<file path="src/source/cp0_consts.svh">
`ifndef CP0_CONSTS_SVH
`define CP0_CONSTS_SVH

// ##########################################################################
// Register addresses as register number times eight plus select.
// ##########################################################################
`define CP0_INDEX     8'h00
`define CP0_ENTRYLO0  8'h10
`define CP0_ENTRYLO1  8'h18
`define CP0_BADVADDR  8'h40
`define CP0_COUNT     8'h48
`define CP0_ENTRYHI   8'h50
`define CP0_COMPARE   8'h58
`define CP0_STATUS    8'h60
`define CP0_CAUSE     8'h68
`define CP0_EPC       8'h70
`define CP0_CONFIG    8'h80
`define CP0_CONFIG1   8'h81

// ##########################################################################
// Reset words and software write masks.
// ##########################################################################
`define STATUS_RESET  32'h0040_0000  // BEV only.
`define CONFIG_RESET  32'h8000_0083  // M set, MT=1, K0 cached.
`define CONFIG1_RESET 32'h2099_4C80
`define STATUS_WMASK  32'h0000_FF03  // IM, EXL, IE.
`define ENTRYHI_WMASK 32'hFFFF_E0FF
`define ENTRYLO_WMASK 32'h03FF_FFFF
`define INDEX_WMASK   32'h0000_000F

// ##########################################################################
// TLB and exceptions.
// ##########################################################################
`define TLB_ENTRIES   16
`define EXC_VECTOR    32'hBFC0_0380
`define EXC_INT       5'd0
`define EXC_TLBL      5'd2
`define EXC_TLBS      5'd3

`endif

</file>
<file path="src/source/cp0Pkg.sv">
`default_nettype none

package cp0Pkg;

    typedef logic [31:0] word_t;     // Data word, PC, bus data.
    typedef logic [7:0]  cp0Addr_t;  // Register number and select.
    typedef logic [4:0]  excCode_t;  // Cause.ExcCode.
    typedef logic [3:0]  tlbIdx_t;   // TLB entry number.

    typedef enum logic [1:0] {
        tlbNone,
        tlbProbe,
        tlbRead,
        tlbWriteIndexed
    } tlbCmd_t;

    typedef enum logic {
        excIdle,
        excRedirect
    } excState_t;

endpackage

`default_nettype wire

</file>
<file path="src/source/cp0Regs.sv">
`default_nettype none

`include "cp0_consts.svh"

module cp0Regs import cp0Pkg::*; (
    input  logic     clk,
    input  logic     rst,
    input  logic [5:0] interrupt,
    input  logic     rdEna,
    input  logic     wrEna,
    input  cp0Addr_t addr,
    input  word_t    wrData,
    output word_t    rdData,
    input  logic     updEna,
    input  excCode_t updCode,
    input  logic     updBd,
    input  word_t    updEpc,
    input  logic     updBadVAddrEna,
    input  word_t    updBadVAddr,
    input  logic     updEntryHiEna,
    input  logic     clearExl,
    input  logic     probeEna,
    input  word_t    probeIndex,
    input  logic     readEna,
    input  word_t    readEntryHi,
    input  word_t    readEntryLo0,
    input  word_t    readEntryLo1,
    output word_t    epc,
    output word_t    index,
    output word_t    entryHi,
    output word_t    entryLo0,
    output word_t    entryLo1,
    output logic     exl,
    output logic     hasInt
);

    logic [32:0] count;  // Upper 32 bits are architectural.
    word_t       compare;
    word_t       status;
    word_t       cause;
    word_t       badVAddr;
    word_t       configWord;

    assign exl    = status[1];
    assign hasInt = (|(cause[15:8] & status[15:8])) & status[0] & ~status[1];

    // ######################################################################
    // Control registers.
    // ######################################################################
    always_ff @(posedge clk) begin
        if (rst) begin
            status     <= `STATUS_RESET;
            cause      <= '0;
            count      <= '0;
            compare    <= '0;
            index      <= '0;
            entryHi    <= '0;
            configWord <= `CONFIG_RESET;
        end else begin
            count        <= count + 33'd1;
            cause[15:10] <= {cause[30] | interrupt[5], interrupt[4:0]};  // TI joins IP7.

            if (compare != '0 && count[32:1] == compare) begin
                cause[30] <= 1'b1;
            end

            if (wrEna) begin
                case (addr)
                    `CP0_INDEX:   index <= wrData & `INDEX_WMASK;
                    `CP0_COUNT:   count <= {wrData, 1'b0};
                    `CP0_ENTRYHI: entryHi <= wrData & `ENTRYHI_WMASK;
                    `CP0_COMPARE: begin
                        compare   <= wrData;
                        cause[30] <= 1'b0;  // Acknowledge timer.
                    end
                    `CP0_STATUS:  status <= (status & ~`STATUS_WMASK) | (wrData & `STATUS_WMASK);
                    `CP0_CAUSE:   cause[9:8] <= wrData[9:8];  // Software IP only.
                    `CP0_CONFIG:  configWord[2:0] <= wrData[2:0];
                    default:      ;
                endcase
            end

            if (clearExl) begin
                status[1] <= 1'b0;
            end

            // Hardware events win over a software write in the same cycle.
            if (updEna) begin
                cause[6:2] <= updCode;
                cause[31]  <= updBd;
                status[1]  <= 1'b1;
            end

            if (updEntryHiEna) begin
                entryHi[31:13] <= updBadVAddr[31:13];  // VPN2 of the fault.
            end

            if (probeEna) begin
                index <= probeIndex;
            end

            if (readEna) begin
                entryHi <= readEntryHi;
            end
        end
    end

    // ######################################################################
    // Data registers.
    // ######################################################################
    always_ff @(posedge clk) begin
        if (wrEna && addr == `CP0_EPC) begin
            epc <= wrData;
        end
        if (updEna) begin
            epc <= updEpc;
        end
        if (updBadVAddrEna) begin
            badVAddr <= updBadVAddr;
        end
        if (wrEna && addr == `CP0_ENTRYLO0) begin
            entryLo0 <= wrData & `ENTRYLO_WMASK;
        end
        if (wrEna && addr == `CP0_ENTRYLO1) begin
            entryLo1 <= wrData & `ENTRYLO_WMASK;
        end
        if (readEna) begin
            entryLo0 <= readEntryLo0;
            entryLo1 <= readEntryLo1;
        end
    end

    always_comb begin
        rdData = '0;
        if (rdEna) begin
            case (addr)
                `CP0_INDEX:    rdData = index;
                `CP0_ENTRYLO0: rdData = entryLo0;
                `CP0_ENTRYLO1: rdData = entryLo1;
                `CP0_BADVADDR: rdData = badVAddr;
                `CP0_COUNT:    rdData = count[32:1];
                `CP0_ENTRYHI:  rdData = entryHi;
                `CP0_COMPARE:  rdData = compare;
                `CP0_STATUS:   rdData = status;
                `CP0_CAUSE:    rdData = cause;
                `CP0_EPC:      rdData = epc;
                `CP0_CONFIG:   rdData = configWord;
                `CP0_CONFIG1:  rdData = `CONFIG1_RESET;  // Read only.
                default:       rdData = '0;
            endcase
        end
    end

endmodule

`default_nettype wire

</file>
<file path="src/source/cp0Subsystem.sv">
`default_nettype none

module cp0Subsystem import cp0Pkg::*; (
    input  logic       clk,
    input  logic       rst,
    input  logic       wbCyc,
    input  logic       wbStb,
    input  logic       wbWe,
    input  cp0Addr_t   wbAdr,
    input  word_t      wbDatW,
    output word_t      wbDatR,
    output logic       wbAck,
    input  logic [5:0] interrupt,
    input  tlbCmd_t    tlbCmd,
    input  logic       excValid,
    input  excCode_t   excCode,
    input  word_t      excPc,
    input  logic       excInSlot,
    input  logic       excBadVAddrValid,
    input  word_t      excBadVAddr,
    input  logic       eret,
    input  logic       instrValid,
    input  word_t      instrPc,
    input  logic       instrInSlot,
    output logic       redirectValid,
    output word_t      redirectPc
);

    logic     rdEna, wrEna;
    cp0Addr_t addr;
    word_t    wrData, rdData;
    word_t    epc, index, entryHi, entryLo0, entryLo1;
    logic     exl, hasInt;
    logic     updEna, updBd, updBadVAddrEna, updEntryHiEna, clearExl;
    excCode_t updCode;
    word_t    updEpc, updBadVAddr;
    logic     probeEna, readEna;
    word_t    probeIndex, readEntryHi, readEntryLo0, readEntryLo1;

    cp0WbSlave wbSlave (.*);

    cp0Regs regs (.*);

    tlbArray tlb (.*);

    exceptionUnit excUnit (.*);

endmodule

`default_nettype wire

</file>
<file path="src/source/cp0WbSlave.sv">
`default_nettype none

module cp0WbSlave import cp0Pkg::*; (
    input  logic     clk,
    input  logic     rst,
    input  logic     wbCyc,
    input  logic     wbStb,
    input  logic     wbWe,
    input  cp0Addr_t wbAdr,
    input  word_t    wbDatW,
    output word_t    wbDatR,
    output logic     wbAck,
    output logic     rdEna,
    output logic     wrEna,
    output cp0Addr_t addr,
    output word_t    wrData,
    input  word_t    rdData
);

    logic reqNew;

    // Ack in the following cycle masks the held request.
    assign reqNew = wbCyc & wbStb & ~wbAck;
    assign rdEna  = reqNew & ~wbWe;
    assign wrEna  = reqNew & wbWe;
    assign addr   = wbAdr;
    assign wrData = wbDatW;

    always_ff @(posedge clk) begin
        if (rst) begin
            wbAck <= 1'b0;
        end else begin
            wbAck <= reqNew;
        end
    end

    always_ff @(posedge clk) begin
        if (rdEna) begin
            wbDatR <= rdData;  // Valid while ack is high.
        end
    end

endmodule

`default_nettype wire

</file>
<file path="src/source/exceptionUnit.sv">
`default_nettype none

`include "cp0_consts.svh"

module exceptionUnit import cp0Pkg::*; (
    input  logic     clk,
    input  logic     rst,
    input  logic     excValid,
    input  excCode_t excCode,
    input  word_t    excPc,
    input  logic     excInSlot,
    input  logic     excBadVAddrValid,
    input  word_t    excBadVAddr,
    input  logic     eret,
    input  logic     instrValid,
    input  word_t    instrPc,
    input  logic     instrInSlot,
    input  logic     hasInt,
    input  logic     exl,
    input  word_t    epc,
    output logic     updEna,
    output excCode_t updCode,
    output logic     updBd,
    output word_t    updEpc,
    output logic     updBadVAddrEna,
    output word_t    updBadVAddr,
    output logic     updEntryHiEna,
    output logic     clearExl,
    output logic     redirectValid,
    output word_t    redirectPc
);

    excState_t state;
    logic      idleNow;
    logic      takeInt;
    logic      takeExc;
    logic      takeEret;
    word_t     evPc;

    assign idleNow  = (state == excIdle);
    assign takeInt  = idleNow & hasInt & instrValid;
    assign takeExc  = idleNow & ~takeInt & excValid & ~exl;  // No nesting.
    assign takeEret = idleNow & ~takeInt & ~takeExc & eret;

    assign evPc           = takeInt ? instrPc : excPc;
    assign updBd          = takeInt ? instrInSlot : excInSlot;
    assign updEna         = takeInt | takeExc;
    assign updCode        = takeInt ? `EXC_INT : excCode;
    assign updEpc         = updBd ? evPc - 32'd4 : evPc;  // Point at the branch.
    assign updBadVAddrEna = takeExc & excBadVAddrValid;
    assign updBadVAddr    = excBadVAddr;
    assign updEntryHiEna  = updBadVAddrEna & (excCode == `EXC_TLBL || excCode == `EXC_TLBS);
    assign clearExl       = takeEret;
    assign redirectValid  = (state == excRedirect);

    always_ff @(posedge clk) begin
        if (rst) begin
            state <= excIdle;
        end else begin
            case (state)
                excIdle:     if (updEna || takeEret) state <= excRedirect;
                excRedirect: state <= excIdle;  // One cycle pulse.
                default:     state <= excIdle;
            endcase
        end
    end

    always_ff @(posedge clk) begin
        if (updEna) begin
            redirectPc <= `EXC_VECTOR;
        end else if (takeEret) begin
            redirectPc <= epc;
        end
    end

endmodule

`default_nettype wire

</file>
<file path="src/source/tlbArray.sv">
`default_nettype none

`include "cp0_consts.svh"

module tlbArray import cp0Pkg::*; (
    input  logic    clk,
    input  logic    rst,
    input  tlbCmd_t tlbCmd,
    input  word_t   index,
    input  word_t   entryHi,
    input  word_t   entryLo0,
    input  word_t   entryLo1,
    output logic    probeEna,
    output word_t   probeIndex,
    output logic    readEna,
    output word_t   readEntryHi,
    output word_t   readEntryLo0,
    output word_t   readEntryLo1
);

    logic [18:0] vpn2 [`TLB_ENTRIES];
    logic [7:0]  asid [`TLB_ENTRIES];
    logic        gBit [`TLB_ENTRIES];
    logic [24:0] lo0  [`TLB_ENTRIES];  // PFN, C, D, V.
    logic [24:0] lo1  [`TLB_ENTRIES];
    logic [`TLB_ENTRIES-1:0] valid;
    logic [`TLB_ENTRIES-1:0] match;
    logic    hit;
    tlbIdx_t hitIdx;
    tlbIdx_t sel;

    assign sel = index[3:0];

    always_ff @(posedge clk) begin
        if (tlbCmd == tlbWriteIndexed) begin
            vpn2[sel] <= entryHi[31:13];
            asid[sel] <= entryHi[7:0];
            gBit[sel] <= entryLo0[0] & entryLo1[0];  // Global only if both halves say so.
            lo0[sel]  <= entryLo0[25:1];
            lo1[sel]  <= entryLo1[25:1];
        end
    end

    always_ff @(posedge clk) begin
        if (rst) begin
            valid <= '0;
        end else if (tlbCmd == tlbWriteIndexed) begin
            valid[sel] <= 1'b1;
        end
    end

    // ######################################################################
    // Probe.
    // ######################################################################
    always_comb begin
        for (int i = 0; i < `TLB_ENTRIES; i++) begin
            match[i] = valid[i] && vpn2[i] == entryHi[31:13] &&
                       (gBit[i] || asid[i] == entryHi[7:0]);
        end
    end

    // Lowest index wins, so scan downwards.
    always_comb begin
        hit    = 1'b0;
        hitIdx = '0;
        for (int i = `TLB_ENTRIES - 1; i >= 0; i--) begin
            if (match[i]) begin
                hit    = 1'b1;
                hitIdx = tlbIdx_t'(i);
            end
        end
    end

    assign probeEna   = (tlbCmd == tlbProbe);
    assign probeIndex = hit ? {28'd0, hitIdx} : 32'h8000_0000;  // P bit on miss.

    // ######################################################################
    // Indexed read.
    // ######################################################################
    assign readEna      = (tlbCmd == tlbRead);
    assign readEntryHi  = valid[sel] ? {vpn2[sel], 5'd0, asid[sel]} : '0;
    assign readEntryLo0 = valid[sel] ? {6'd0, lo0[sel], gBit[sel]} : '0;
    assign readEntryLo1 = valid[sel] ? {6'd0, lo1[sel], gBit[sel]} : '0;

endmodule

`default_nettype wire

</file>
<file path="config.mk">
export PLATFORM = sky130hd
export DESIGN_NAME = cp0Subsystem
export DESIGN_NICKNAME = d
export VERILOG_FILES = /design/src/source/cp0Pkg.sv /design/src/source/cp0Regs.sv /design/src/source/cp0Subsystem.sv /design/src/source/cp0WbSlave.sv /design/src/source/exceptionUnit.sv /design/src/source/tlbArray.sv
export VERILOG_INCLUDE_DIRS = /design/src /design/src/source
export SDC_FILE = /design/constraint.sdc
export NUM_CORES = 2
export LEC_CHECK = 0
export BUFFER_PORTS_ARGS = -buffer_cell sky130_fd_sc_hd__buf_2
export CAP_MARGIN = 20
export CORE_UTILIZATION = 25
export CTS_CLUSTER_SIZE = 30
export DETAILED_ROUTE_END_ITERATION = 12
export PLACE_DENSITY = 0.37
export SLEW_MARGIN = 20
export SYNTH_ARGS = -nofsm -noshare
export SYNTH_HDL_FRONTEND = slang
export SYNTH_SLANG_ARGS = --single-unit
</file>
<file path="constraint.sdc">
create_clock -name clk -period 17.1 [get_ports clk]
set_input_delay 3.42 -clock clk [delete_from_list [all_inputs] [get_ports clk]]
set_output_delay 3.42 -clock clk [all_outputs]
set_load 0.05 [all_outputs]
</file>
==> metrics.txt <==
status finished clean; clk_lat worst skew 0.85 ns; worst path required time 17.84 ns; Fin. Hold Viols 0; most frequent cell after synthesis edfxtp_1; Critical Path Source Type input port; final slew viol count 0; Post-synth EDFFs 1396; starting DRC count in detailed routing ~3400; Worst path max stage delay 0.89 ns; top cells by area, synth edfxtp_1 (62%), mux4_2 (13%), dfxtp_1 (5.3%); # port buffers approximately 230; critical path's slowest cell and4b_2; most frequent CP cell buf_4; first-pass GRT wire length 349 mm; Synth top area share 0.616; Global Route Usage Sum 0.184; WP data arrival 6.53 ns; core area 0.271 mm^2; Die Width 524 um; RSZ-0062 raised after global routing false; largest family of logic cells by synthesized area multiplexers; Lkg Pwr 25.7 nW; first drt pass iteration count 8; number of routed nets with antenna violations 0; Initial Util 0.251; syn_area_per_cell approximately 17 um^2; num rows between 150 and 200; H-tree Lvls 4; die area 0.274 mm^2; layout cells sized above 1 0.239; slack of the critical path 11.31 ns; Final TNS setup 0 ns; Post-Synth Simple-Gate Area 0.0610; Sink Count 1575; ys flop type edfxtp_1; final setup fails 0; CP Class input port to flip-flop; DRC errors left 0; CP Capture Type flip-flop; Async S/R FF share, synth 0; Detailed Place HPWL around 170 mm; class of the worst hold path flip-flop to flip-flop; Tcrit/Tclk final 0.338; VDD IR-drop max 86.8 uV; post-CTS sizing 0; sequential fraction of the synthesis area 0.669; vias in the first global route approximately 40000; CP cell instances buf_2 -> and2_1 -> buf_4 -> and3_2 -> buf_4 -> and4b_2 -> nor2_4 -> a211o_1 -> a21oi_1; crit-path max FO 38; TritonCTS Buffers 183; Final Power 0.00880 W; Post-Synthesis Net Count 4260; Highest Clock Rate 173 MHz; list of most frequent post-synthesis cells edfxtp_1 (1396), mux4_2 (394), xor2_1 (383); area delta synth->final 16.9%; Synth Area in Adders 0.000368; vias per cell between 4 and 5; pwr/cell area 111 mW/mm^2; Period minus WS final 5.79 ns; final net count 4513; DR WL/cell 31.6 um; Mapped Cells 4098; count of cell types in the netlist 72; Worst Tran Pin Value 1.17 ns; dpl ws 10.50 ns; Die Span Y 524 um; clk slew on worst S/H paths 0.05 ns; Setup Skew 0.0795 ns; io pins 226; routability cong. ~0.82; initial antenna violation count 38; Worst Hold Slack 0.452 ns; compound-cell area share of the yosys netlist 0.0434; via count 39700; YS warnings 0; Detailed Route WL 255 mm; Synth area leader edfxtp_1; Final Core Density 0.294; grt total ovfl 0; XOR/XNOR share of the synthesized area 0.0692; CTS max path bufs 3; pin count of the biggest net entering global routing 126; Rel. slew slack 0.219; synthesized cell area 0.0681 mm^2; CTS tree built; clk root buf clkbuf_16; post-cts hold buffer count 0; Post-CTS Setup Repair Bufs 0; #FFs+latches synth ~1600; post-synthesis mux area share 0.138; Max Cap Viol 0
## cell families after synthesis
group / count (synthesis)
DFF: 1575
and+or+nand+nor: 849
xor gates and xnor gates: 538
muxes: 447
AOI/OAI and AO/OA: 420
buffers and inverters: 267
adders and majority gates: 2
## area by class of cell
cell class | count | area [um^2]
Multi-Input combinational cell | 2256 | 21500
Clock buffer | 244 | 4990
Timing Repair Buffer | 327 | 2010
Sequential cell | 1575 | 45500
Antenna cell | 14 | 35.0
Inverter | 8 | 30.0
Tap cell | 3570 | 4470
Clock inverter | 93 | 1060
Fill cell | 26800 | 191000
## per-layer routing
layer | wire [um] | up-vias | track usage
li1 | - | 16800 | -
met1 | 118000 | 21400 | 0.260
met4 | 6950 | 16 | 0.0535
met3 | 12700 | 311 | 0.0302
met5 | 103 | - | 0
met2 | 117000 | 1203 | 0.289
## cells in the final DEF (no fill, tap or decap), types with 29 or more instances in the layout
cell type / instances
a21oi_1: 135
a22o_1: 41
a22oi_1: 51
buf_2: 224
buf_4: 94
clkbuf_1: 43
clkbuf_16: 183
clkinv_1: 36
dfxtp_1: 150
edfxtp_1: 1396
mux2i_1: 39
mux4_2: 394
nand2_1: 286
nand3_1: 78
nand4_1: 52
nor2_1: 149
nor2b_1: 29
nor4_1: 103
o21ai_0: 30
xnor2_1: 155
xor2_1: 383
## power breakdown
| group | internal (W) | switching [W] |
|---|---|---|
| logic | 0.000187 | 0.000361 |
| clock network | 0.00223 | 0.00169 |
| registers | 0.00424 | 0.0000842 |
## metrics by stage
step	cells	cell area, um^2
2_1_floorplan	4098	68100
3_3_place_gp	7735	73500
3_5_place_dp	7735	73500
4_1_cts	8072	79500
5_1_grt	8078	79600
6_report	8087	79600
## state kept, by name, summed over array words and instances, names as in the netlist, 27 cells and up, named ones only
name                flops
tlb.lo1               400
wbSlave.wbDatR         32
regs.epc               32
tlb.vpn2              304
regs.badVAddr          32
regs.entryHi           27
excUnit.redirectPc     32
regs.count             33
tlb.lo0               400
tlb.asid              128
regs.compare           32
## worst paths after layout
check | startpoint | endpoint | slack, ns | cells past startpoint
max | excValid | regs.entryHi[14] | 11.31 | 9
min | excUnit.redirectPc[20] | excUnit.redirectPc[20] | 0.45 | 2
max reg2reg | flip-flop | regs.entryLo1[11] | 12.01 | 7
min reg2reg | excUnit.redirectPc[20] | excUnit.redirectPc[20] | 0.45 | 2
## worst max-delay path: cells and delay by family
family,cells,cell delay (ns)
AO/OA/AOI/OAI,2,0.46
AND/OR/NAND/NOR,4,1.60
buffers and inverters,3,0.94
No activity file was read; power rests on OpenSTA's default activity.
